==> config.mk <==
export PLATFORM = sky130hd
export DESIGN_NAME = regFile_flat
export DESIGN_NICKNAME = d
export VERILOG_FILES = /design/src/cpuPkg.sv /design/src/regIf.sv /design/src/regFile.sv /design/src/flat_wrapper.sv
export SDC_FILE = /design/constraint.sdc
export NUM_CORES = 1
export LEC_CHECK = 0
export ABC_AREA = 0
export BUFFER_PORTS_ARGS = -buffer_cell sky130_fd_sc_hd__buf_2
export CAP_MARGIN = 0
export CORE_MARGIN = 5
export CORE_UTILIZATION = 52
export CTS_BUF_LIST = sky130_fd_sc_hd__clkbuf_16
export CTS_CLUSTER_SIZE = 20
export DETAILED_ROUTE_END_ITERATION = 6
export GPL_ROUTABILITY_DRIVEN = 0
export PLACE_DENSITY_LB_ADDON = 0.1
export SLEW_MARGIN = 20
export SYNTH_ARGS = -nofsm -noshare
export SYNTH_HDL_FRONTEND = slang
export SYNTH_SLANG_ARGS = --single-unit
==> constraint.sdc <==
create_clock -name clk -period 1.2 [get_ports clk]
set_input_delay 0.06 -clock clk [delete_from_list [all_inputs] [get_ports clk]]
set_output_delay 0.06 -clock clk [all_outputs]
set_load 0.02 [all_outputs]
==> src/cpuPkg.sv <==
package cpuPkg;
	localparam int wordWidth = 16; // data and instruction word
	localparam int regIdxWidth = 2;
	localparam int aluOpWidth = 4;

	localparam logic [regIdxWidth-1:0] regAx = 2'd0;
	localparam logic [regIdxWidth-1:0] regBx = 2'd1;
	localparam logic [regIdxWidth-1:0] regCx = 2'd2;
	localparam logic [regIdxWidth-1:0] regDx = 2'd3;

	// opcode words
	localparam logic [wordWidth-1:0] opNop = 16'h0000;
	localparam logic [wordWidth-1:0] opMov3 = 16'h0007; // reg to reg
	localparam logic [wordWidth-1:0] opMov4 = 16'h0008; // immediate to reg
	localparam logic [wordWidth-1:0] opPop = 16'h0009;
	localparam logic [wordWidth-1:0] opOut = 16'h000A;
	localparam logic [wordWidth-1:0] opPush = 16'h000B;
	localparam logic [wordWidth-1:0] opAdd = 16'h000C;
	localparam logic [wordWidth-1:0] opAdc = 16'h000D;
	localparam logic [wordWidth-1:0] opSub = 16'h000E;
	localparam logic [wordWidth-1:0] opCmp = 16'h0014;
	localparam logic [wordWidth-1:0] opAnd = 16'h0015;
	localparam logic [wordWidth-1:0] opNot = 16'h0017;
	localparam logic [wordWidth-1:0] opOr = 16'h0018;
	localparam logic [wordWidth-1:0] opShl = 16'h0019;
	localparam logic [wordWidth-1:0] opShr = 16'h001A;
	localparam logic [wordWidth-1:0] opXor = 16'h001B;
	localparam logic [wordWidth-1:0] opJmp = 16'h0020;
	localparam logic [wordWidth-1:0] opJc = 16'h0021;
	localparam logic [wordWidth-1:0] opJnc = 16'h0022;
	localparam logic [wordWidth-1:0] opJz = 16'h0023;
	localparam logic [wordWidth-1:0] opJnz = 16'h0024;
	localparam logic [wordWidth-1:0] opIn = 16'h0028;

	// alu operation select
	localparam logic [aluOpWidth-1:0] aluAdd = 4'h1;
	localparam logic [aluOpWidth-1:0] aluAdc = 4'h2;
	localparam logic [aluOpWidth-1:0] aluSub = 4'h3; // also used by cmp
	localparam logic [aluOpWidth-1:0] aluAnd = 4'hA;
	localparam logic [aluOpWidth-1:0] aluNot = 4'hC;
	localparam logic [aluOpWidth-1:0] aluOr = 4'hD;
	localparam logic [aluOpWidth-1:0] aluShl = 4'hE;
	localparam logic [aluOpWidth-1:0] aluShr = 4'hF;
	localparam logic [aluOpWidth-1:0] aluXor = 4'h0;

	// first parameter word, either a plain value or a register pair
	typedef union packed {
		logic [wordWidth-1:0] value; // jump target or immediate
		struct packed {
			logic [wordWidth-2*regIdxWidth-1:0] spare;
			logic [regIdxWidth-1:0] dst; // bits 3:2
			logic [regIdxWidth-1:0] src; // bits 1:0, single-reg ops too
		} pair;
	} operandWord;
endpackage

==> src/regIf.sv <==
`timescale 1ns/1ps

interface regIf;
	logic [cpuPkg::regIdxWidth-1:0] rdIdxA;
	logic [cpuPkg::regIdxWidth-1:0] rdIdxB;
	logic [cpuPkg::wordWidth-1:0] rdDataA; // combinational
	logic [cpuPkg::wordWidth-1:0] rdDataB;

	logic wrEn;
	logic [cpuPkg::regIdxWidth-1:0] wrIdx;
	logic [cpuPkg::wordWidth-1:0] wrData; // taken at the clock edge

	modport ctrl (
		output rdIdxA, rdIdxB, wrEn, wrIdx, wrData,
		input rdDataA, rdDataB
	);

	modport file (
		input rdIdxA, rdIdxB, wrEn, wrIdx, wrData,
		output rdDataA, rdDataB
	);
endinterface

==> src/regFile.sv <==
`timescale 1ns/1ps

module regFile (
	input logic clk,
	input logic reset,
	regIf.file regPort,
	output logic [cpuPkg::wordWidth-1:0] ioAddr,
	output logic [cpuPkg::wordWidth-1:0] ioData
);
	logic [cpuPkg::wordWidth-1:0] ax;
	logic [cpuPkg::wordWidth-1:0] bx;
	logic [cpuPkg::wordWidth-1:0] cx;
	logic [cpuPkg::wordWidth-1:0] dx;

	function automatic logic [cpuPkg::wordWidth-1:0] readReg(
		input logic [cpuPkg::regIdxWidth-1:0] idx
	);
		case (idx)
			cpuPkg::regAx: return ax;
			cpuPkg::regBx: return bx;
			cpuPkg::regCx: return cx;
			default: return dx;
		endcase
	endfunction

	// reads follow register contents as well as the index
	always_comb begin
		regPort.rdDataA = readReg(regPort.rdIdxA);
		regPort.rdDataB = readReg(regPort.rdIdxB);
	end

	assign ioAddr = bx; // output port address
	assign ioData = dx;

	always_ff @(posedge clk) begin
		if (!reset) begin
			ax <= '0;
			bx <= '0;
			cx <= '0;
			dx <= '0;
		end else if (regPort.wrEn) begin
			case (regPort.wrIdx)
				cpuPkg::regAx: ax <= regPort.wrData;
				cpuPkg::regBx: bx <= regPort.wrData;
				cpuPkg::regCx: cx <= regPort.wrData;
				default: dx <= regPort.wrData;
			endcase
		end
	end
endmodule

==> src/flat_wrapper.sv <==
// flat-port wrapper written by rule: the top's interface ports become plain ports
module regFile_flat 
  (clk, reset, ioAddr, ioData, regPort_rdIdxA, regPort_rdIdxB, regPort_wrEn, regPort_wrIdx, regPort_wrData, regPort_rdDataA, regPort_rdDataB);
  regIf regPort_i ();
  input logic clk;
  input logic reset;
  output logic [cpuPkg::wordWidth-1:0] ioAddr;
  output logic [cpuPkg::wordWidth-1:0] ioData;
  input wire logic [$bits(regPort_i.rdIdxA)-1:0] regPort_rdIdxA;
  input wire logic [$bits(regPort_i.rdIdxB)-1:0] regPort_rdIdxB;
  input wire logic [$bits(regPort_i.wrEn)-1:0] regPort_wrEn;
  input wire logic [$bits(regPort_i.wrIdx)-1:0] regPort_wrIdx;
  input wire logic [$bits(regPort_i.wrData)-1:0] regPort_wrData;
  output wire logic [$bits(regPort_i.rdDataA)-1:0] regPort_rdDataA;
  output wire logic [$bits(regPort_i.rdDataB)-1:0] regPort_rdDataB;
  assign regPort_i.rdIdxA = regPort_rdIdxA;
  assign regPort_i.rdIdxB = regPort_rdIdxB;
  assign regPort_i.wrEn = regPort_wrEn;
  assign regPort_i.wrIdx = regPort_wrIdx;
  assign regPort_i.wrData = regPort_wrData;
  assign regPort_rdDataA = regPort_i.rdDataA;
  assign regPort_rdDataB = regPort_i.rdDataB;
  regFile u_core (.clk(clk), .reset(reset), .regPort(regPort_i), .ioAddr(ioAddr), .ioData(ioData));
endmodule
### Yosys cells after proc, flatten, opt, wreduce, memory -nomap -nowiden

Cells that the tools add are included.

* bits in registers: 64
* input bits: 25
* output and inout port bits: 64
* word-level logic and storage cells: 21

* equal/unequal tests: 6
* mux-type cells: 2
* bitwise operators: 1
* reductions and logical operators: 8

Operator list (count)
* $pmux W16 S3: 2
* $reduce_and A2 Y1: 4
* $eq A2 B1 Y1 const B: 3
* $eq A2 B2 Y1 const B: 3
* $logic_not A2 Y1: 3
* $reduce_or A3 Y1: 1
* $not A1 Y1: 1

### Longest topological paths before layout

* depth in word-level cells: 4
* depth in mapped cells: 4
* gate-level depth less buffers: 2

### Worst setup path after synthesis

Ideal clock, no wire load.

* kind: input to output
* start point: in regPort_rdIdxA[0]
* end point: out regPort_rdDataA[10]
* arrival time: 1.092 ns
* required time: 1.140 ns
* slack: 0.048 ns
* stages: 3
* path buffers: 2
* path through: buf_2 -> buf_4 -> mux4_2

* longest elaborated chain between the ends: 2
* elaborated cells on any way between the ends: 4
* classes of those cells: eq/ne (2); mux (1); reduce/logical (1)

Ends and longest elaborated chain
* start, declared: line flat_wrapper.sv:9 `input wire logic [$bits(regPort_i.rdIdxA)-1:0] regPort_rdIdxA;`
* $eq A2 B2 Y1 (tied with other cells): line regFile.sv:18 `case (idx)`
* $pmux W16 S3 (*): line regFile.sv:18
* end, declared: line flat_wrapper.sv:14 `output wire logic [$bits(regPort_i.rdDataA)-1:0] regPort_rdDataA;`

Mark *: on every way between the ends. The rest lies on a longest branch, timed or not.

### Final worst setup path

* start point: reg u_core.dx (netlist bit u_core.ioData[5])
* end point: out regPort_rdDataA[5]

* longest elaborated chain between the ends: 1

Ends and longest elaborated chain
* start, declared: line regFile.sv:13 `logic [cpuPkg::wordWidth-1:0] dx;`
* start signal, assigned: line regFile.sv:46 `default: dx <= regPort.wrData;`
* $pmux W16 S3: line regFile.sv:18

No other way between the ends.

==> results.txt <==
number of port buffers = 88
post-layout min period = 1.36 ns
CTS H-tree depth = 3
Routed Antenna Nets = 0
ratio of cells with drive above 1 in the final layout = 51.7%
Reg clk slew, reported paths = 0.05 ns
CP Depth = 2
CP required = 1.14 ns
Synth cell types = 13
Die Wd = 87.4 µm
R2R depth = 4
register area share after synthesis = 41.1%
worst setup path endpoint = regPort_rdDataA[5]
met1 Usage GRT = 26.9%
antenna violations before repair = 0
final hold vios = 0
pin count of the biggest net entering global routing = 81
cell accounting for the most synthesized area = dfxtp_1
Reg2Reg Setup Slack = 0.38 ns
CTS tree = built
filler instances = 424
fin crit share = 113%
cts hold-fix bufs = 0
P_leak = 2.10 nW
total gr overflow = 0
mux share of post-synthesis cell area = 43.7%
largest fanout on the critical path = 4
Hold WC Path Type = input port to flip-flop
DIE HEIGHT = 87.4 µm
detailed placement HPWL = 4980 µm
Bufs and invs on worst path = 1
total track usage = 21.5%
final worst slack = -0.158 ns
first-pass GRT wire length = 12300 µm
critical path class = flip-flop to output port
Clock Path Buffers = 2
worst skew pair latency = 0.32 ns
CP startpoint = u_core.ioData[5]
CP max-delay cell = mux4_2
Reg-to-Reg Start = u_core.ioData[13]
final setup vio count = 32
clock skew = 0 ns
setup TNS = -4.15 ns
Post-Syn Area = 0.00312 mm²
total vias in the final route = 2462
dominant cells by area after synthesis = dfxtp_1, mux4_2, mux2i_1, nand2_1, clkbuf_1
Area Growth Syn to Fin = 39.1%
drt pass-1 iters = 4
Ports = 89
crit-path cells = mux4_2 -> buf_6
complex-gate fraction of the synthesized area = 0%
GRT met3 Usage = 6.91%
slew margin rel. = 78.0%
Worst Path Arrival = 1.30 ns
GR Util met2 = 34.7%
Simple-Gate Fraction of Synth Area = 10.8%
Worst VDD drop = 0.923 mV
Root Driver = clkbuf_16
PwrDens = 1270 mW/mm²
Power, Total = 0.00550 W
status = complete, but fails checks
synthesized flop and latch total = 64
vias per inst = 5.50
top-area cell type share of the netlist area = 41.1%
Hold Crit Start = regPort_wrData[0]
Num Clock Sinks = 64
Initial Utilization = 53.0%
final core occ = 73.7%
Num CTS Buffers = 9
Worst path top cell family by delay = multiplexers
Syn Area/Cell = 11.6 µm²
WL per Instance = 17.6 µm
max_cap viols = 0
DRC viols = 0
RSZ-0062 raised after global routing = yes
drt total wl = 7910 µm
Peak Freq = 736 MHz
synthesized instance count = 268
critical path's largest stage delay = 0.49 ns
die area = 0.00764 mm²
Critical Path Start Type = flip-flop
Post-layout nets = 393
vias in the first global route = 2464
Mapped Nets = 293
main combinational cell family by area after synthesis = multiplexers
Most Used Layer, Global Route = met2
Slew Viols, Final = 0
FF-to-FF End = u_core.ioData[13]
Antenna Diode Count = 0
post-synthesis adder-cell area fraction = 0%
Syn. warnings = 0
DRT iter0 DRCs = 128
measured slew at the worst slew-check pin = 0.330 ns
xor-xnor portion of the synthesized cell area = 0%
Core Rows = 28
failing checks = negative setup slack
critical path capture point type = output port
CORE AREA = 0.00589 mm²
[cell usage after synthesis]
master and count:
nand2_1 80, dfxtp_1 64, mux2i_1 64, mux4_2 32, clkbuf_1 11, buf_2 7
buf_4 4, and3b_2 1, buf_12 1, buf_6 1, nand3_2 1, nand3b_1 1
or3b_1 1
[how the worst min path moves through the flow]
stage	endpoint	slack, ns	depth (start not counted)
after floorplan	u_core.ax[0]	0.26	2
after global placement	u_core.ax[1]	0.39	3
after detailed placement	u_core.ioData[6]	0.39	3
after CTS	u_core.ioData[0]	0.05	3
after global routing	u_core.ax[2]	0.07	3
final	u_core.ioData[0]	0.06	3
[flip-flops by register name (all words and copies together), names as in the netlist]
signal,count
u_core.ax,16
u_core.ioAddr,16
u_core.cx,16
u_core.ioData,16
[worst register-to-register path: stages, from the launching register on]
cell and delay, ns:
dfxtp_2 0.32, buf_4 0.13, buf_4 0.13, nand2_1 0.05
mux2i_1 0.06
[through the flow]
step                cells  cell area (µm²)  worst slack, ns  hold WS (ns)
finish                448             4340           -0.158        0.0582
global route          448             4340           -0.195        0.0745
CTS                   446             4310           -0.175        0.0513
detailed placement    419             3720           0.0808         0.388
global placement      419             3720           0.0839         0.388
floorplan             268             3120           0.0480         0.264
[final cells by class]
class                   instances  area, µm²  share of cell area [%]
clock buffers                   9        225                    5.19
multi-input cells             180       1700                    39.2
repair buffers                113        941                    21.7
well taps                      75       93.8                    2.16
clock inverters                 7       55.1                    1.27
flip-flops and latches         64       1320                    30.5
[kinds of logic (layout without fill, tap and decap cells)]
family | count (synthesis) | in the layout
muxes | 96 | 96
and+or+nand+nor | 84 | 84
DFF | 64 | 64
buffers and inverters | 24 | 129
[repair_timing]
item / in CTS / in global routing
gates resized for setup: 89 / 9
setup endpoints to repair: 32 / 32
setup buffers: 11 / 2
[power breakdown]
group          total [W]  switching [W]  internal (W)
Sequential       0.00227      0.0000602       0.00221
Clock            0.00244       0.000869       0.00157
Combinational   0.000791       0.000401      0.000390
Total            0.00550        0.00133       0.00417
[metal layers]
| metal | wire length [µm] | part of all wire [%] | vias up |
|---|---|---|---|
| li1 | - | - | 1167 |
| met1 | 3270 | 41 | 1198 |
| met2 | 3960 | 50 | 87 |
| met3 | 568 | 7.2 | 10 |
| met4 | 105 | 1.3 | 0 |
| met5 | 0 | 0 | - |
[layout by cell type (no fill, tap or decap), types with 9 or more instances in the layout]
| cell type | instances |
|---|---|
| buf_6 | 32 |
| buf_4 | 16 |
| mux2i_1 | 64 |
| clkbuf_16 | 9 |
| nand2_1 | 80 |
| dfxtp_1 | 30 |
| mux4_2 | 32 |
| buf_2 | 56 |
| dfxtp_2 | 34 |
| buf_12 | 9 |
No activity file was read; power rests on OpenSTA's default activity.
