===== config.mk =====
export PLATFORM = sky130hd
export DESIGN_NAME = alu_flat
export DESIGN_NICKNAME = d
export VERILOG_FILES = /design/src/cpuPkg.sv /design/src/aluIf.sv /design/src/alu.sv /design/src/flat_wrapper.sv
export SDC_FILE = /design/constraint.sdc
export NUM_CORES = 1
export LEC_CHECK = 0
export ABC_AREA = 1
export BUFFER_PORTS_ARGS = -buffer_cell sky130_fd_sc_hd__buf_2
export CAP_MARGIN = 30
export CORE_AREA = 5 5 82 103
export DETAILED_ROUTE_END_ITERATION = 8
export DIE_AREA = 0 0 87 108
export PLACE_DENSITY_LB_ADDON = 0.25
export SYNTH_ARGS = -nofsm -noshare
export SYNTH_HDL_FRONTEND = slang
export SYNTH_SLANG_ARGS = --single-unit

===== constraint.sdc =====
create_clock -name clk -period 3 [get_ports clk]
set_clock_uncertainty 0.2 [all_clocks]
set_input_delay 0 -clock clk [delete_from_list [all_inputs] [get_ports clk]]
set_output_delay 0 -clock clk [all_outputs]
set_load 0.01 [all_outputs]

===== src/cpuPkg.sv =====
package cpuPkg;
	localparam int wordWidth = 16; // data and instruction word
	localparam int regIdxWidth = 2;
	localparam int aluOpWidth = 4;

	localparam logic [regIdxWidth-1:0] regAx = 2'd0;
	localparam logic [regIdxWidth-1:0] regBx = 2'd1;
	localparam logic [regIdxWidth-1:0] regCx = 2'd2;
	localparam logic [regIdxWidth-1:0] regDx = 2'd3;

	// opcode words
	localparam logic [wordWidth-1:0] opNop = 16'h0000;
	localparam logic [wordWidth-1:0] opMov3 = 16'h0007; // reg to reg
	localparam logic [wordWidth-1:0] opMov4 = 16'h0008; // immediate to reg
	localparam logic [wordWidth-1:0] opPop = 16'h0009;
	localparam logic [wordWidth-1:0] opOut = 16'h000A;
	localparam logic [wordWidth-1:0] opPush = 16'h000B;
	localparam logic [wordWidth-1:0] opAdd = 16'h000C;
	localparam logic [wordWidth-1:0] opAdc = 16'h000D;
	localparam logic [wordWidth-1:0] opSub = 16'h000E;
	localparam logic [wordWidth-1:0] opCmp = 16'h0014;
	localparam logic [wordWidth-1:0] opAnd = 16'h0015;
	localparam logic [wordWidth-1:0] opNot = 16'h0017;
	localparam logic [wordWidth-1:0] opOr = 16'h0018;
	localparam logic [wordWidth-1:0] opShl = 16'h0019;
	localparam logic [wordWidth-1:0] opShr = 16'h001A;
	localparam logic [wordWidth-1:0] opXor = 16'h001B;
	localparam logic [wordWidth-1:0] opJmp = 16'h0020;
	localparam logic [wordWidth-1:0] opJc = 16'h0021;
	localparam logic [wordWidth-1:0] opJnc = 16'h0022;
	localparam logic [wordWidth-1:0] opJz = 16'h0023;
	localparam logic [wordWidth-1:0] opJnz = 16'h0024;
	localparam logic [wordWidth-1:0] opIn = 16'h0028;

	// alu operation select
	localparam logic [aluOpWidth-1:0] aluAdd = 4'h1;
	localparam logic [aluOpWidth-1:0] aluAdc = 4'h2;
	localparam logic [aluOpWidth-1:0] aluSub = 4'h3; // also used by cmp
	localparam logic [aluOpWidth-1:0] aluAnd = 4'hA;
	localparam logic [aluOpWidth-1:0] aluNot = 4'hC;
	localparam logic [aluOpWidth-1:0] aluOr = 4'hD;
	localparam logic [aluOpWidth-1:0] aluShl = 4'hE;
	localparam logic [aluOpWidth-1:0] aluShr = 4'hF;
	localparam logic [aluOpWidth-1:0] aluXor = 4'h0;

	// first parameter word, either a plain value or a register pair
	typedef union packed {
		logic [wordWidth-1:0] value; // jump target or immediate
		struct packed {
			logic [wordWidth-2*regIdxWidth-1:0] spare;
			logic [regIdxWidth-1:0] dst; // bits 3:2
			logic [regIdxWidth-1:0] src; // bits 1:0, single-reg ops too
		} pair;
	} operandWord;
endpackage


===== src/aluIf.sv =====
`timescale 1ns/1ps

interface aluIf;
	logic [cpuPkg::wordWidth-1:0] a;
	logic [cpuPkg::wordWidth-1:0] b;
	logic [cpuPkg::aluOpWidth-1:0] op;
	logic carryIn; // for adc

	logic [cpuPkg::wordWidth-1:0] result; // one cycle after issue
	logic carry;
	logic zero;
	logic overflow;

	modport ctrl (
		output a, b, op, carryIn,
		input result, carry, zero, overflow
	);

	modport unit (
		input a, b, op, carryIn,
		output result, carry, zero, overflow
	);
endinterface


===== src/alu.sv =====
`timescale 1ns/1ps

module alu (
	input logic clk,
	aluIf.unit aluPort
);
	localparam int msb = cpuPkg::wordWidth - 1;

	logic [cpuPkg::wordWidth:0] wide; // top bit is carry or borrow
	logic ovf;

	always_comb begin
		wide = '0;
		ovf = 1'b0;
		case (aluPort.op)
			cpuPkg::aluAdd: begin
				wide = {1'b0, aluPort.a} + {1'b0, aluPort.b};
				ovf = (aluPort.a[msb] == aluPort.b[msb]) && (wide[msb] != aluPort.a[msb]);
			end
			cpuPkg::aluAdc: begin
				wide = {1'b0, aluPort.a} + {1'b0, aluPort.b}
					+ {{cpuPkg::wordWidth{1'b0}}, aluPort.carryIn};
				ovf = (aluPort.a[msb] == aluPort.b[msb]) && (wide[msb] != aluPort.a[msb]);
			end
			cpuPkg::aluSub: begin
				wide = {1'b0, aluPort.a} - {1'b0, aluPort.b}; // borrow lands in msb+1
				ovf = (aluPort.a[msb] != aluPort.b[msb]) && (wide[msb] != aluPort.a[msb]);
			end
			cpuPkg::aluAnd: wide = {1'b0, aluPort.a & aluPort.b};
			cpuPkg::aluOr: wide = {1'b0, aluPort.a | aluPort.b};
			cpuPkg::aluXor: wide = {1'b0, aluPort.a ^ aluPort.b};
			cpuPkg::aluNot: wide = {1'b0, ~aluPort.a}; // b ignored
			cpuPkg::aluShl: wide = {1'b0, aluPort.a << 1};
			cpuPkg::aluShr: wide = {1'b0, aluPort.a >> 1}; // logical
			default: wide = '0;
		endcase
	end

	// one operation registered per cycle
	always_ff @(posedge clk) begin
		aluPort.result <= wide[msb:0];
		aluPort.carry <= wide[cpuPkg::wordWidth];
		aluPort.zero <= (wide[msb:0] == '0);
		aluPort.overflow <= ovf;
	end
endmodule


===== src/flat_wrapper.sv =====
// flat-port wrapper written by rule: the top's interface ports become plain ports
module alu_flat 
  (clk, aluPort_a, aluPort_b, aluPort_op, aluPort_carryIn, aluPort_result, aluPort_carry, aluPort_zero, aluPort_overflow);
  aluIf aluPort_i ();
  input logic clk;
  input wire logic [$bits(aluPort_i.a)-1:0] aluPort_a;
  input wire logic [$bits(aluPort_i.b)-1:0] aluPort_b;
  input wire logic [$bits(aluPort_i.op)-1:0] aluPort_op;
  input wire logic [$bits(aluPort_i.carryIn)-1:0] aluPort_carryIn;
  output wire logic [$bits(aluPort_i.result)-1:0] aluPort_result;
  output wire logic [$bits(aluPort_i.carry)-1:0] aluPort_carry;
  output wire logic [$bits(aluPort_i.zero)-1:0] aluPort_zero;
  output wire logic [$bits(aluPort_i.overflow)-1:0] aluPort_overflow;
  assign aluPort_i.a = aluPort_a;
  assign aluPort_i.b = aluPort_b;
  assign aluPort_i.op = aluPort_op;
  assign aluPort_i.carryIn = aluPort_carryIn;
  assign aluPort_result = aluPort_i.result;
  assign aluPort_carry = aluPort_i.carry;
  assign aluPort_zero = aluPort_i.zero;
  assign aluPort_overflow = aluPort_i.overflow;
  alu u_core (.clk(clk), .aluPort(aluPort_i));
endmodule

; ---- Yosys cells after proc, flatten, opt, wreduce, memory -nomap -nowiden
; Cells that the tools add are included.
[word_totals]
register_bits = 19
inputBits = 38
out_inout_bits = 19
word_cells = 31
[classes]
n_addsub = 3
n_eq_ne = 13
n_mux = 2
bitwise = 4
reduce_logical = 5
[ops]
columns = cell, count
row1 = one-hot mux 17 bit (9 select lines), 1
row2 = "== test 4 bit, second input constant", 5
row3 = adder 16 x 16 -> 17 bit, 1
row4 = adder 17 x 1 -> 17 bit, 1
row5 = subtractor 16 x 16 -> 17 bit, 1
row6 = bitwise AND 16 bit, 1
row7 = logical NOT 16 bit, 1
row8 = NOT 16 bit, 1
row9 = OR 16 bit, 1
row10 = bitwise XOR 16 bit, 1
row11 = "== test 4 x 2 -> 1 bit, second input constant", 2
row12 = "== test 4 x 1 -> 1 bit, second input constant", 1
row13 = logical NOT 4 bit, 1
row14 = != test 1 bit, 4
row15 = logical AND 1 bit, 3
row16 = one-hot mux 1 bit (3 select lines), 1
row17 = == test 1 bit, 1

; ---- Longest topological paths before layout
[depth]
depth_word = 5
depth_mapped = 22

; ---- Worst setup path after synthesis
; No wires, ideal clock.
[synth_path]
kind = input to register
start = input aluPort_b[0]
end = register u_core.aluPort.zero
arrival_ps = 1943
t_required_ps = 2690
path_slack_ps = 746
cell_stages = 16
n_path_buf = 0
cell_sequence = ha_1 > fa_1 > ha_1 > inv_1 > nor2_2 > nand2_1 > nor2_1 > nand3_1 > nor2_2 > nand3_1 > o21ai_0 > nand2_1 > nand2_1 > nor2_2 > nand2_1 > nor2_2
[synth_via]
elab_chain_cells = 4
elab_cells_between_ends = 8
classes_between = add/sub: 3 / mux: 1 / bitwise: 3 / reduce/logical: 1
[synth_lines]
columns = item, line_no
row1 = from (decl), flat_wrapper.sv:7  ; input wire logic [$bits(aluPort_i.b)-1:0] aluPort_b;
row2 = adder 16 x 16 -> 17 bit, "alu.sv:17, alu.sv:21"
row3 = adder 17 x 1 -> 17 bit, alu.sv:22  ; + {{cpuPkg::wordWidth{1'b0}}, aluPort.carryIn};
row4 = one-hot mux 17 bit (9 select lines) *, alu.sv:15  ; case (aluPort.op)
row5 = net u_core.wide (one bit), alu.sv:9  ; logic [cpuPkg::wordWidth:0] wide;
row6 = logical NOT 16 bit *, alu.sv:43  ; aluPort.zero <= (wide[msb:0] == '0);
row7 = to (signal assigned), alu.sv:43
row8 = to (decl), aluIf.sv:21  ; output result, carry, zero, overflow
; The timed path passes the listed nets; every way through them passes the cells marked *.

; ---- Worst setup path after layout
[layout_path]
start = input aluPort_a[0]
end = register u_core.aluPort.zero
[layout_via]
elab_chain_cells = 4
elab_cells_between_ends = 9
classes_between = add/sub: 3 / mux: 1 / bitwise: 4 / reduce/logical: 1
[layout_lines]
columns = item, line_no
row1 = from (decl), flat_wrapper.sv:6  ; input wire logic [$bits(aluPort_i.a)-1:0] aluPort_a;
row2 = adder 16 x 16 -> 17 bit, "alu.sv:17, alu.sv:21"
row3 = adder 17 x 1 -> 17 bit, alu.sv:22
row4 = one-hot mux 17 bit (9 select lines) *, alu.sv:15
row5 = logical NOT 16 bit *, alu.sv:43
; Every way passes the cells marked *; elsewhere a longest branch is shown, timed or not.

==> run metrics <==
status completed; CP bufs+invs 4; fillers 716; Placed Instance Area 0.00470 mm²; Post-synth EDFFs 0; post-DP HPWL 11.9 mm; fin cells 897; pin count of the biggest net entering global routing 17; total grt overflow 0; CTS H-tree depth 1; area occupied by multi-input gates 0.00350 mm²; Worst-path clk slew 0.07 ns; share of layout cells above drive strength 1 21.2%; Synth area leader nand2_1; Clock Sinks 19; final core occ 66.5%; Buffers on Ports 56; Primary FF master, synth dfxtp_1; Mapped Nets 845; number of global-route vias before repair 4992; register area share after synthesis 8.70%; max incr delay on CP 0.53 ns; diode count 0; Post-Syn Area per Cell 5.84 µm²; Reg area 380 µm²; Tmin final 2.85 ns; die height 108 µm; most used routing layer met2; #FFs+latches synth 19; end of the critical path u_core.aluPort.zero$_DFF_P_; Setup TNS 0 ns; Cell Rows 35; Die Span X 87 µm; drt first-iter violations 305; Synth Instances 749; WP depth 18; clock root cell clkbuf_8; die area 0.00940 mm²; Slew HR 47.9%; Synth top area share 17.5%; crit path launch aluPort_a[0]; ys async rst share 0%; Synth cell types 43; Synth warnings 0; Tcrit/Tclk final 95.1%; RSZ-0062 raised after global routing false; Fmax achieved 351 MHz; Slew Limit Fails 0; Hold Fails Final Rpt 0; most common cell in the synthesized netlist nand2_1; vias 5058; slowest CP cell dlygate4sd3_1; CTS buffer count 3; met2 usage 58.1%; Critical Path Fanout Max 3; hold depth 5; Final Net Count 902; worst path arrival time 2.81 ns; Initial Util 59.8%; Critical Path Sink Type register; worst-path cell chain dlygate4sd3_1, buf_2, inv_1, ha_1, inv_1, fa_2, nand4_1, nand3_1, a21o_1, nand2_1, nand2_1, nand2_1, nand2_1, xor2_1, nor2_1, nor2_2, nand2_1, nor2_2; setup violators final 0; Mapped Area 0.00437 mm²; delay-heaviest family, CP simple AND/OR/NAND/NOR gates; grt met3 use 3.13%; DRC 0; # IOs 57; hold crit path type input port to register; GP Congestion 0.980; top cells by area in the synthesized netlist nand2_1 (18%), ha_1 (16%), nand3_1 (9.2%), inv_1 (8.9%), dfxtp_1 (8.7%); WL/cell 15.9 µm; CTS tree built; Worst Tran Pin Value 0.778 ns; max_cap viols 0; placed cells 888; CP dominant cell by count nand2_1; P&R area growth vs syn 11.1%; Pwr per Cell Area 271 mW/mm²; DR vias/cell 5.64; GRT Overall Usage 30.8%; leakage 0.00269 µW; Worst Setup Path Type input port to register; initial antenna violation count 0; CTS Buffer Depth 2; startpoint types input port; synth cell count leaders nand2_1 (204), inv_1 (104), nand3_1 (80), nor2_1 (76), ha_1 (56); first-pass GRT wire length 23.1 mm; First-pass DRT Iterations 5; core area 0.00731 mm²; Worst VDD drop 0.210 mV; worst path required time 2.96 ns; met1 Track Usage GR 31.5%; fin area 0.00486 mm²; Routed Antenna Nets 0; WL final 14.3 mm
## worst min-delay path: cells and delay by family
kind          cells  cell delay [ns]
buf+inv           2             0.24
simple gates      3             0.24
## cells by family (layout without fill, tap and decap cells)
| kind of cell | count (synthesis) | after routing | synth area share (%) |
|---|---|---|---|
| AO/OA/AOI/OAI | 90 | 90 | 13.2 |
| XOR/XNOR | 3 | 3 | 0.601 |
| buffers and inverters | 134 | 190 | 12.8 |
| AND/OR/NAND/NOR | 445 | 445 | 47.7 |
| flip-flops | 19 | 19 | 8.70 |
| adder cells (fa/ha/maj) | 58 | 58 | 16.9 |
## how the worst min path moves through the flow
stage                              from                                to  slack [ns]
after global routing      aluPort_a[10]  u_core.aluPort.result[9]$_DFF_P_        0.06
after CTS                  aluPort_a[1]  u_core.aluPort.result[0]$_DFF_P_        0.02
after global placement    aluPort_a[15]   u_core.aluPort.overflow$_DFF_P_        0.16
after floorplan           aluPort_a[15]   u_core.aluPort.overflow$_DFF_P_       -0.03
final                      aluPort_a[1]  u_core.aluPort.result[0]$_DFF_P_        0.03
after detailed placement  aluPort_a[15]   u_core.aluPort.overflow$_DFF_P_        0.16
## repair_timing
item                                    in CTS  in global routing
resized for setup                            0                 19
hold endpoints to repair                     2                  0
setup buffers                                0                  2
endpoints found under the setup margin       0                  5
hold buffers                                 3                  0
## sequential cells by signal, indices dropped and copies added, names as in the netlist
name and cells:
u_core.aluPort.carry 1, u_core.aluPort.overflow 1, u_core.aluPort.result 16, u_core.aluPort.zero 1
## per-stage QoR
stage / power (µW) / hold WS [ns] / setup WS [ns]
after floorplan: 889 / -0.0284 / 0.746
after global placement: 1090 / 0.156 / 0.344
after detailed placement: 1110 / 0.157 / 0.274
after CTS: 1290 / 0.0212 / 0.0160
after global routing: 1430 / 0.0628 / 0.00327
final: 1320 / 0.0332 / 0.147
## cells in the final DEF (no fill, tap or decap), drive strengths merged
master       Yosys  layout
inv            120     120
xor2             2       2
nor4             3       3
nand3b           2       2
nor3             5       5
nor2b            1       1
ha              56      56
o21bai           3       3
dfxtp           19      19
o221ai           4       4
or2              1       1
o31ai            1       1
nand2          233     233
a31oi            1       1
fa               2       2
o221a            1       1
o22ai           14      14
clkbuf           0       4
nand3           93      93
and2             1       1
o21ai           16      16
nand4            8       8
dlygate4sd3      0       3
buf             14      63
a21oi           38      38
o211ai           4       4
a211oi           3       3
xnor2            1       1
a21o             5       5
nor2            98      98
## cell type report
cell class	instances	area share, %
multi-input combinational	596	72.0
inverter	120	9.37
sequential	19	7.82
timing repair buffer	66	7.46
tap	92	2.37
clock buffer	4	0.927
## power by group
part	switching, µW	internal [µW]	total, µW	leakage (µW)
logic	574	273	846	0.00251
clock network	84.0	94.5	179	0.0000228
registers	7.02	284	291	0.000158
## per-layer routing
metal / up-vias / part of all wire (%) / wire, µm
li1: 2513 / - / -
met1: 2258 / 36 / 5080
met2: 206 / 51 / 7280
met3: 81 / 5.3 / 758
met4: 0 / 8.2 / 1170
met5: - / 0 / 0
No activity file was read; power rests on OpenSTA's default activity.
