==> src/cpuPkg.sv <==
package cpuPkg;
	localparam int wordWidth = 16; // data and instruction word
	localparam int regIdxWidth = 2;
	localparam int aluOpWidth = 4;

	localparam logic [regIdxWidth-1:0] regAx = 2'd0;
	localparam logic [regIdxWidth-1:0] regBx = 2'd1;
	localparam logic [regIdxWidth-1:0] regCx = 2'd2;
	localparam logic [regIdxWidth-1:0] regDx = 2'd3;

	// opcode words
	localparam logic [wordWidth-1:0] opNop = 16'h0000;
	localparam logic [wordWidth-1:0] opMov3 = 16'h0007; // reg to reg
	localparam logic [wordWidth-1:0] opMov4 = 16'h0008; // immediate to reg
	localparam logic [wordWidth-1:0] opPop = 16'h0009;
	localparam logic [wordWidth-1:0] opOut = 16'h000A;
	localparam logic [wordWidth-1:0] opPush = 16'h000B;
	localparam logic [wordWidth-1:0] opAdd = 16'h000C;
	localparam logic [wordWidth-1:0] opAdc = 16'h000D;
	localparam logic [wordWidth-1:0] opSub = 16'h000E;
	localparam logic [wordWidth-1:0] opCmp = 16'h0014;
	localparam logic [wordWidth-1:0] opAnd = 16'h0015;
	localparam logic [wordWidth-1:0] opNot = 16'h0017;
	localparam logic [wordWidth-1:0] opOr = 16'h0018;
	localparam logic [wordWidth-1:0] opShl = 16'h0019;
	localparam logic [wordWidth-1:0] opShr = 16'h001A;
	localparam logic [wordWidth-1:0] opXor = 16'h001B;
	localparam logic [wordWidth-1:0] opJmp = 16'h0020;
	localparam logic [wordWidth-1:0] opJc = 16'h0021;
	localparam logic [wordWidth-1:0] opJnc = 16'h0022;
	localparam logic [wordWidth-1:0] opJz = 16'h0023;
	localparam logic [wordWidth-1:0] opJnz = 16'h0024;
	localparam logic [wordWidth-1:0] opIn = 16'h0028;

	// alu operation select
	localparam logic [aluOpWidth-1:0] aluAdd = 4'h1;
	localparam logic [aluOpWidth-1:0] aluAdc = 4'h2;
	localparam logic [aluOpWidth-1:0] aluSub = 4'h3; // also used by cmp
	localparam logic [aluOpWidth-1:0] aluAnd = 4'hA;
	localparam logic [aluOpWidth-1:0] aluNot = 4'hC;
	localparam logic [aluOpWidth-1:0] aluOr = 4'hD;
	localparam logic [aluOpWidth-1:0] aluShl = 4'hE;
	localparam logic [aluOpWidth-1:0] aluShr = 4'hF;
	localparam logic [aluOpWidth-1:0] aluXor = 4'h0;

	// first parameter word, either a plain value or a register pair
	typedef union packed {
		logic [wordWidth-1:0] value; // jump target or immediate
		struct packed {
			logic [wordWidth-2*regIdxWidth-1:0] spare;
			logic [regIdxWidth-1:0] dst; // bits 3:2
			logic [regIdxWidth-1:0] src; // bits 1:0, single-reg ops too
		} pair;
	} operandWord;
endpackage

==> src/stackMem.sv <==
`timescale 1ns/1ps

module stackMem #(
	parameter int stackDepth = 16
) (
	input logic clk,
	input logic pushEn,
	input logic [cpuPkg::wordWidth-1:0] pushData,
	input logic [$clog2(stackDepth)-1:0] stackPtr,
	output logic [cpuPkg::wordWidth-1:0] popData
);
	localparam int ptrWidth = $clog2(stackDepth);

	logic [cpuPkg::wordWidth-1:0] mem [stackDepth];
	logic [ptrWidth-1:0] topAddr;

	// stackPtr points at the next free slot
	assign topAddr = stackPtr - ptrWidth'(1);

	always_ff @(posedge clk) begin
		if (pushEn)
			mem[stackPtr] <= pushData;
	end

	assign popData = mem[topAddr]; // wraps on underflow
endmodule
==> config.mk <==
export PLATFORM = sky130hd
export DESIGN_NAME = stackMem
export DESIGN_NICKNAME = d
export VERILOG_FILES = /design/src/cpuPkg.sv /design/src/stackMem.sv
export SDC_FILE = /design/constraint.sdc
export NUM_CORES = 1
export LEC_CHECK = 0
export ABC_AREA = 1
export BUFFER_PORTS_ARGS = -buffer_cell sky130_fd_sc_hd__buf_2
export CAP_MARGIN = 10
export CELL_PAD_IN_SITES_DETAIL_PLACEMENT = 1
export CELL_PAD_IN_SITES_GLOBAL_PLACEMENT = 1
export CORE_MARGIN = 2
export CORE_UTILIZATION = 30
export DETAILED_ROUTE_END_ITERATION = 12
export MAX_ROUTING_LAYER = met4
export PLACE_DENSITY = 0.56
export SLEW_MARGIN = 20
export SYNTH_ARGS = -nofsm -noshare
export SYNTH_HDL_FRONTEND = slang
export SYNTH_SLANG_ARGS = --single-unit
==> constraint.sdc <==
create_clock -name clk -period 2.96 [get_ports clk]
set_clock_uncertainty 0.2 [all_clocks]
set_input_delay 0.148 -clock clk [delete_from_list [all_inputs] [get_ports clk]]
set_output_delay 0.148 -clock clk [all_outputs]
set_load 0.005 [all_outputs]
======== Word level (Yosys, flattened, before mapping) ========
Memory sizes are Yosys's and may differ from the RTL's.
Index checks and enable logic that the tools add are counted.
word-level totals
  bits in registers ....................... 0
  bits in writable memories ............... 256
  output and inout port bits .............. 16
  logic and storage cells ................. 4
  memories kept ........................... 1
operators by class
  $add $sub $neg .......................... 1
  muxes and demuxes ....................... 2
memory list
  name  depth  width  read ports  clocked after Yosys merged registers in  wr ports  line            RTL
  mem   16     16     1           0                                        1         stackMem.sv:14  logic [cpuPkg::wordWidth-1:0] mem [stackDepth];
operators by type and width
  cell                                              number
  subtractor 4 x 1 -> 4 bit, second input constant  1
  2-to-1 mux 1 bit                                  2

======== Depth between registers and ports, before layout ========
Gate-level depths: netlist of run 1.
  depth in word-level cells ............... 2
  gate-level depth with buffers ........... 10
  mapped depth without buffers ............ 7

======== Worst setup path after synthesis of run 1 ========
OpenSTA, ideal clock, no wires.
  path type ............................... input to register
  from .................................... input stackPtr[0]
  to ...................................... memory mem[0][0] (netlist bit) (enable)
  setup time .............................. 388 ps
  arrival time ............................ 1742 ps
  required time ........................... 2372 ps
  setup slack ............................. 630 ps
  stages on the path ...................... 6
  cell sequence ........................... inv_1 > buf_2 > buf_2 > ha_1 > nand2_1 > nor2_1
RTL lines
  item         line            RTL
  from (decl)  stackMem.sv:9   input logic [$clog2(stackDepth)-1:0] stackPtr,
  to (decl)    stackMem.sv:14
Straight into the memory's write port.

======== Worst setup path after layout of run 1 ========
  from .................................... input stackPtr[1]
  to ...................................... output popData[9] (netlist bit)
on the way
  word-level cells in the longest chain between the ends .. 2
RTL lines
  item                       line            RTL
  subtractor 4 x 1 -> 4 bit  stackMem.sv:18  assign topAddr = stackPtr - ptrWidth'(1);
  memory read (16 x 16 bit)  -
  to (decl)                  stackMem.sv:10  output logic [cpuPkg::wordWidth-1:0] popData
Every way passes these cells.

==> impl_metrics.toml, run 1 <==
[outcome]
status = "finished clean"

[power]
power_density_nw_per_um2 = 627
combPwrFrac = 0.092
clockPowerShare = 0.411
switching_power_mw = 1.97
vdd_drop_max_mv = 0.593
p_seq_frac = 0.497
netSwitchingFraction = 0.240
internal_power_mw = 6.23
p_leak_nw = 5.53

[yosys]
yosysWarnings = 0
ys_ff_latch = 256
yosysSeqAreaShare = 0.693
syn_avg_cell_area_um2 = 10.4
synthCells = 1065
syn_nets = 1091
synth_cell_types = 16
syn_area_um2 = 11100

[global_routing]
grt_pass1_vias = 7802
grt_pass1_wl_um = 48600
grt_max_degree = 131
grt_antenna_before_repair = 2
grt_overflow = 0
grt_usage = 0.175

[setup_path]
critPathMaxFanout = 23
path_class = "in -> out"
worstPathRequired_ns = 2.61
crit_arrival_ns = 2.11
crit_path_end_kind = "primary output"
start_kind = "primary input"

[layout]
layout-drive-gt1-share = 0.115
final_cells = 1619
top_regs = "mem (256)"
final_cell_mix = "nand2_1, edfxtp_1, inv_1"
largest_register_ffs = 256
utilization = 0.358
fill_cells = 4016
mostFrequentLayoutCell = "nand2_1"
area_growth_pct = 18.0
regMostFlops = "mem"
layout.nets = 1160

[drt]
drt_iter0_drc = 431
vias_per_cell = 4.62
vias = 7485
first_pass_iters = 4
post_drt_wl_per_cell_um = 19.9
wl_um = 32200
drc_errors = 0
drtAntennaViolNets = 0

[hold_path]
whs_endpoint = "mem[7][9]"
min_path_type = "in -> reg"
hold_start = "pushEn"
hold_path_depth = 3

[timing]
max_freq_mhz = 407
timing.slew.headroom = 0.336
finalSetupTns_ns = 0
period_share = 0.830
worstMarginPinSlew_ns = 0.995
finalHoldViolCount = 0
setup_violations = 0
rsz0062_at_grt = "false"
slew_violations = 0
layout_min_cycle_time_ns = 2.46

[run]
cap_viol_max_count = 0

[placed_design]
gp_congestion = 0.777
portBuffers = 37
dp.cells = 1555
hpwl_um = 18500

[clock_tree]
cts-buffers-inserted = 29
cts_tree = "done"
cts.sinks = 256
cts_hold_buf = 16
clk_pin_slew_ns = 0.06
postCtsResizedCells = 0
postCtsSetupBuffers = 0
root_buffer = "clkbuf_16"
h-tree-depth = 1
clockBufferDepth = 3

[floorplan]
initial_core_util = 0.304
die-area_um2 = 38500
std_cell_rows = 70
ios = 38
die_h_um = 196
core_um2 = 36500
dieWidth_um = 196
-- cells in the mapped netlist --
cell | number | area (um^2)
nand2_1 | 345 | 1290
edfxtp_1 | 256 | 7690
inv_1 | 195 | 732
nand3_1 | 193 | 966
buf_2 | 23 | 115
nor2_1 | 16 | 60.1
clkbuf_1 | 14 | 52.6
buf_1 | 7 | 26.3
buf_6 | 4 | 45.0
ha_1 | 4 | 50.1
inv_2 | 3 | 11.3
buf_4 | 1 | 7.51
nand2_2 | 1 | 6.26
nand4_1 | 1 | 6.26
xnor2_2 | 1 | 16.3
xor2_2 | 1 | 16.3
-- power by group through the flow --
stage	clock network (mW)	registers [mW]	logic, mW
after floorplan	0	4.15	0.401
after global placement	0	4.15	0.746
after detailed placement	0	4.16	0.751
after CTS	3.47	4.08	0.773
after global routing	3.60	4.08	0.839
final	3.38	4.08	0.751
-- worst max path at each step --
stage | start | cells after the start | slack [ns] | end
global placement | stackPtr[1] | 9 | 0.49 | popData[11]
detailed placement | stackPtr[1] | 9 | 0.45 | popData[9]
global route | stackPtr[1] | 9 | 0.33 | popData[11]
CTS | stackPtr[1] | 9 | 0.43 | popData[9]
finish | stackPtr[1] | 9 | 0.50 | popData[9]
floorplan | stackPtr[0] | 6 | 0.63 | mem[0][0]
-- critical path: stages --
cell and delay [ns]:
buf_2 0.11, inv_1 0.08, ha_2 0.25, xnor2_4 0.81, buf_4 0.31, nand3_1 0.09
nand3_1 0.09, nand2_1 0.08, buf_2 0.13
-- cell type report --
cell class / count / area [um^2] / area share
sequential: 256 / 7690 / 0.587
multi-input combinational: 562 / 2480 / 0.190
inverter: 198 / 746 / 0.0570
clock buffer: 32 / 737 / 0.0563
timing repair buffer: 87 / 728 / 0.0556
tap: 468 / 586 / 0.0447
clock inverter: 15 / 124 / 0.00946
antenna: 1 / 2.50 / 0.000191
-- cell families (layout without fill, tap and decap cells) --
group                      count (synthesis)  count (layout)  share of synthesized area
other                                      0               1                          0
DFF                                      256             256                      0.693
buffers and inverters                    247             332                     0.0892
adders and majority gates                  4               4                    0.00451
xor gates and xnor gates                   2               2                    0.00293
and+or+nand+nor                          556             556                      0.210
-- through the flow --
stage,hold slack [ns],instance area [um^2],worst slack [ns],total power [mW]
6_report,0.0268,13100,0.502,8.21
5_1_grt,0.0425,13100,0.331,8.52
4_1_cts,0.00493,13100,0.431,8.32
3_5_place_dp,0.360,12100,0.446,4.91
3_3_place_gp,0.348,12100,0.487,4.90
2_1_floorplan,0.0469,11100,0.630,4.56
-- metal layers --
layer	up-vias	GRT usage	part of all wire
li1	3576	-	-
met1	3732	0.230	0.47
met2	134	0.288	0.48
met3	43	0.0282	0.038
met4	0	0.0348	0.019
met5	-	-	0
(Power assumes the default switching activity.)
==> inputs of run 2 (changes only) <==
==> constraint.sdc (replaced) <==
create_clock -name clk -period 2.5 [get_ports clk]
set_clock_uncertainty 0.2 [all_clocks]
set_input_delay 0.125 -clock clk [delete_from_list [all_inputs] [get_ports clk]]
set_output_delay 0.125 -clock clk [all_outputs]
set_load 0.005 [all_outputs]
==> run 2 against run 1 <==
Against the previous run: clock power increased by 14%; largest cell class unchanged; routed wire length decreased by 6.4%; worst setup slack got worse by 0.30 ns; largest power group unchanged; highest routed layer unchanged; critical endpoint is now popData[6].
==> impl_metrics.toml, run 2 (synthesis results as in run 1) <==
[power]
p_leak_nw = 5.50
vdd_drop_max_mv = 0.557
switching_power_mw = 2.29
netSwitchingFraction = 0.239
internal_power_mw = 7.29
power_density_nw_per_um2 = 738
combPwrFrac = 0.092
clockPowerShare = 0.404
p_seq_frac = 0.504

[timing]
slew_violations = 0
finalHoldViolCount = 0
rsz0062_at_grt = "false"
finalSetupTns_ns = 0
holdWs_ns = 0.150
layout_min_cycle_time_ns = 2.30
max_freq_mhz = 435
setup_violations = 0
period_share = 0.920
setup_slack_ns = 0.200
worstMarginPinSlew_ns = 1.02
timing.slew.headroom = 0.319

[layout]
mostFrequentLayoutCell = "nand2_1"
top_regs = "mem (256)"
seqCellArea_um2 = 7690
layout-drive-gt1-share = 0.114
fill_cells = 4079
largest_register_ffs = 256
area_growth_pct = 17.1
multi_input_area_um2 = 2480
final_cell_mix = "nand2_1, edfxtp_1, inv_1"
layout.nets = 1159
regMostFlops = "mem"

[clock_tree]
clockBufferDepth = 3
clk_pin_slew_ns = 0.06
postCtsSetupBuffers = 0
cts_tree = "done"
h-tree-depth = 1
cts.sinks = 256
root_buffer = "clkbuf_16"
cts-buffers-inserted = 28

[floorplan]
dieWidth_um = 196
initial_core_util = 0.304
std_cell_rows = 70
ios = 38
die_h_um = 196
die-area_um2 = 38500
core_um2 = 36500

[global_routing]
grt_usage = 0.164
grt_max_degree = 132
grt_antenna_before_repair = 1
grt_pass1_wl_um = 47000
grt_pass1_vias = 7768
grt_overflow = 0

[setup_path]
crit_path_end_kind = "primary output"
crit_chain = "buf_2 -> inv_1 -> ha_2 -> xnor2_4 -> nand3_1 -> nand3_1 -> nand2_1 -> buf_2"
crit_path_top_delay_cell = "xnor2_4"
critPathMaxFanout = 32
path_class = "in -> out"
start_kind = "primary input"
worstPathRequired_ns = 2.17
crit_arrival_ns = 1.98
critPathMaxStageDelay_ns = 0.82
crit_path_end = "popData[6]"
startpoint = "stackPtr[1]"

[drt]
vias = 7443
top_layer = "met4"
met2WireLength_um = 14400
route.met3.wl_um = 901
drt_iter0_drc = 477
vias_per_cell = 4.59
first_pass_iters = 4
drtAntennaViolNets = 0
wl_um = 30200
post_drt_wl_per_cell_um = 18.6
wl_met1_um = 14000
drc_errors = 0

[outcome]
status = "finished clean"

[placed_design]
pre_cts_ws_ns = 0.146
hpwl_um = 18800
portBuffers = 37
gp_congestion = 0.836

[hold_path]
min_path_type = "in -> reg"

[run]
cap_viol_max_count = 0
-- run 2: worst min-delay path by stage --
stage	start	end	slack, ns	depth (start not counted)
after global placement	pushData[9]	mem[6][9]	0.34	1
final	pushEn	mem[0][9]	0.15	4
after global routing	pushEn	mem[13][11]	0.15	4
after detailed placement	pushData[6]	mem[5][6]	0.34	1
after CTS	pushEn	mem[13][11]	0.14	4
after floorplan	pushData[0]	mem[0][0]	0.02	0
-- run 2: per-layer routing --
layer / global-route usage / vias up
li1: - / 3571
met1: 0.216 / 3694
met2: 0.266 / 117
met3: 0.0218 / 61
met4: 0.0480 / 0
met5: - / -
-- run 2: area by class of cell --
cell class / count / area share
antenna: 1 / 0.000193
clock buffer: 37 / 0.0582
clock inverter: 14 / 0.00665
inverter: 198 / 0.0574
multi-input combinational: 562 / 0.191
sequential: 256 / 0.592
tap: 468 / 0.0451
timing repair buffer: 87 / 0.0493
-- run 2: repair_timing --
action,CTS,global route
hold buffers,16,0
resized for setup,0,0
endpoints found under the hold margin,256,0
-- run 2: power by group through the flow --
| stage | sequential, mW | clock, mW | combinational (mW) |
|---|---|---|---|
| 2_1_floorplan | 4.92 | 0 | 0.475 |
| 3_3_place_gp | 4.92 | 0 | 0.873 |
| 3_5_place_dp | 4.92 | 0 | 0.878 |
| 4_1_cts | 4.83 | 3.98 | 0.901 |
| 5_1_grt | 4.84 | 4.14 | 0.977 |
| 6_report | 4.83 | 3.87 | 0.878 |
-- run 2: through the flow --
step                total power [mW]  cell area [um^2]   util  cells
CTS                             9.71             13000  0.355   1622
detailed placement              5.80             12000  0.328   1555
floorplan                       5.39             11100      -   1065
global route                    9.95             13000  0.356   1623
global placement                5.79             12000  0.328   1555
finish                          9.58             13000  0.356   1623
-- run 2: worst max-delay path: cells and delay by family --
family | cells | cell delay [ns]
simple gates | 3 | 0.43
xor+xnor | 1 | 0.82
fa+ha+maj | 1 | 0.22
buf+inv | 3 | 0.36
==> inputs of run 3 (changes only) <==
--- a/config.mk
+++ b/config.mk
@@ -10,8 +10,9 @@
 export CAP_MARGIN = 10
 export CELL_PAD_IN_SITES_DETAIL_PLACEMENT = 1
 export CELL_PAD_IN_SITES_GLOBAL_PLACEMENT = 1
-export CORE_MARGIN = 2
+export CORE_MARGIN = 5
 export CORE_UTILIZATION = 30
+export CTS_BUF_LIST = sky130_fd_sc_hd__clkbuf_4 sky130_fd_sc_hd__clkbuf_8
 export DETAILED_ROUTE_END_ITERATION = 12
 export MAX_ROUTING_LAYER = met4
 export PLACE_DENSITY = 0.56
==> run 3 against run 2 <==
Against the previous run: combinational power is 0.7% higher; fmax down 1.2%; largest cell class unchanged; sequential cell count is the same; highest routed layer unchanged.
==> impl_metrics.toml, run 3 (synthesis results as in run 1) <==
[setup_path]
critical_path_buf_inv_count = 3
crit_path_top_delay_cell = "xnor2_4"
crit_arrival_ns = 2.00
critPathMaxStageDelay_ns = 0.83
cp_top_family = "XOR/XNOR gates"
start_kind = "primary input"
critPathMaxFanout = 32
crit_chain = "buf_2 -> inv_1 -> ha_2 -> xnor2_4 -> nand3_1 -> nand3_1 -> nand2_1 -> buf_2"
path_class = "in -> out"
worstPathRequired_ns = 2.17
crit_path_end_kind = "primary output"

[layout]
top_regs = "mem (256)"
regMostFlops = "mem"
final_cell_mix = "nand2_1, edfxtp_1, inv_1"
final_area_um2 = 13100
largest_register_ffs = 256
utilization = 0.359
layout.nets = 1173
area_growth_pct = 18.1
layout-drive-gt1-share = 0.137
mostFrequentLayoutCell = "nand2_1"
fill_cells = 4069

[drt]
vias_per_cell = 4.50
drt_iter0_drc = 445
met2WireLength_um = 14300
drc_errors = 0
route.met3.wl_um = 1200
wl_met1_um = 14200
vias = 7422
first_pass_iters = 4
top_layer = "met4"
wl_um = 30500
drtAntennaViolNets = 0
post_drt_wl_per_cell_um = 18.5

[clock_tree]
cts_tree = "done"
postCtsSetupBuffers = 0
clockBufferDepth = 3
clk_pin_slew_ns = 0.06
h-tree-depth = 2
cts-buffers-inserted = 45
root_buffer = "clkbuf_8"
cts.sinks = 256

[floorplan]
die_h_um = 202
ios = 38
std_cell_rows = 70
initial_core_util = 0.304
die-area_um2 = 40900
core_um2 = 36500
dieWidth_um = 202

[placed_design]
hpwl_um = 18200
post_dp_cell_area_um2 = 12000
portBuffers = 37
pre_cts_ws_ns = 0.178
gp_congestion = 0.779

[power]
power_mw = 9.74
vdd_drop_max_mv = 0.613
power_density_nw_per_um2 = 744
p_leak_nw = 5.56

[hold_path]
min_path_type = "in -> reg"

[global_routing]
grt_pass1_vias = 7945
grt_antenna_before_repair = 1
grt_max_degree = 132
grt_usage = 0.155
grt_overflow = 0
grt_pass1_wl_um = 47500

[timing]
period_share = 0.931
rsz0062_at_grt = "false"
max_freq_mhz = 430
layout_min_cycle_time_ns = 2.33
setup_violations = 0
finalSetupTns_ns = 0
slew_violations = 0
finalHoldViolCount = 0
setup_slack_ns = 0.173
timing.slew.headroom = 0.302
worstMarginPinSlew_ns = 1.05

[outcome]
status = "finished clean"

[run]
cap_viol_max_count = 0
-- run 3: path summary, 6_finish.rpt --
kind / start / end / slack [ns] / cells past startpoint
min: stackPtr[3] / mem[0][7] / 0.10 / 4
max: stackPtr[1] / popData[6] / 0.17 / 8
-- run 3: repair_timing --
item | 4_1_cts | 5_1_grt
gates resized for setup | 0 | 0
endpoints found under the hold margin | 258 | 0
hold buffers | 17 | 0
-- run 3: power by group --
group / internal, mW / switching, mW / total, mW
combinational: 0.272 / 0.612 / 0.884
sequential: 4.81 / 0.0183 / 4.83
clock: 2.31 / 1.72 / 4.03
total: 7.39 / 2.35 / 9.74
-- run 3: final cells by class --
cell class / instances / area, um^2 / area share
Multi-Input combinational cell: 562 / 2480 / 0.189
Inverter: 198 / 746 / 0.0569
Timing Repair Buffer: 84 / 671 / 0.0512
Sequential cell: 256 / 7690 / 0.587
Antenna cell: 1 / 2.50 / 0.000191
Clock inverter: 15 / 141 / 0.0108
Clock buffer: 65 / 782 / 0.0597
Tap cell: 468 / 586 / 0.0447
-- run 3: routing by layer --
layer / global-route usage / up-vias
met5: - / -
met4: 0.0483 / 0
met3: 0.0270 / 56
met2: 0.246 / 137
met1: 0.204 / 3618
li1: - / 3611
-- run 3: tightest hold or removal path, cell delays in order --
cell	delay, ns
buf_2	0.17
inv_1	0.10
nand2_1	0.19
nor2_2	0.10
-- run 3: metrics by stage --
stage,std cells,hold slack (ns)
after floorplan,1065,0.0239
after global placement,1551,0.341
after detailed placement,1551,0.341
after CTS,1648,0.0495
after global routing,1649,0.107
final,1649,0.104
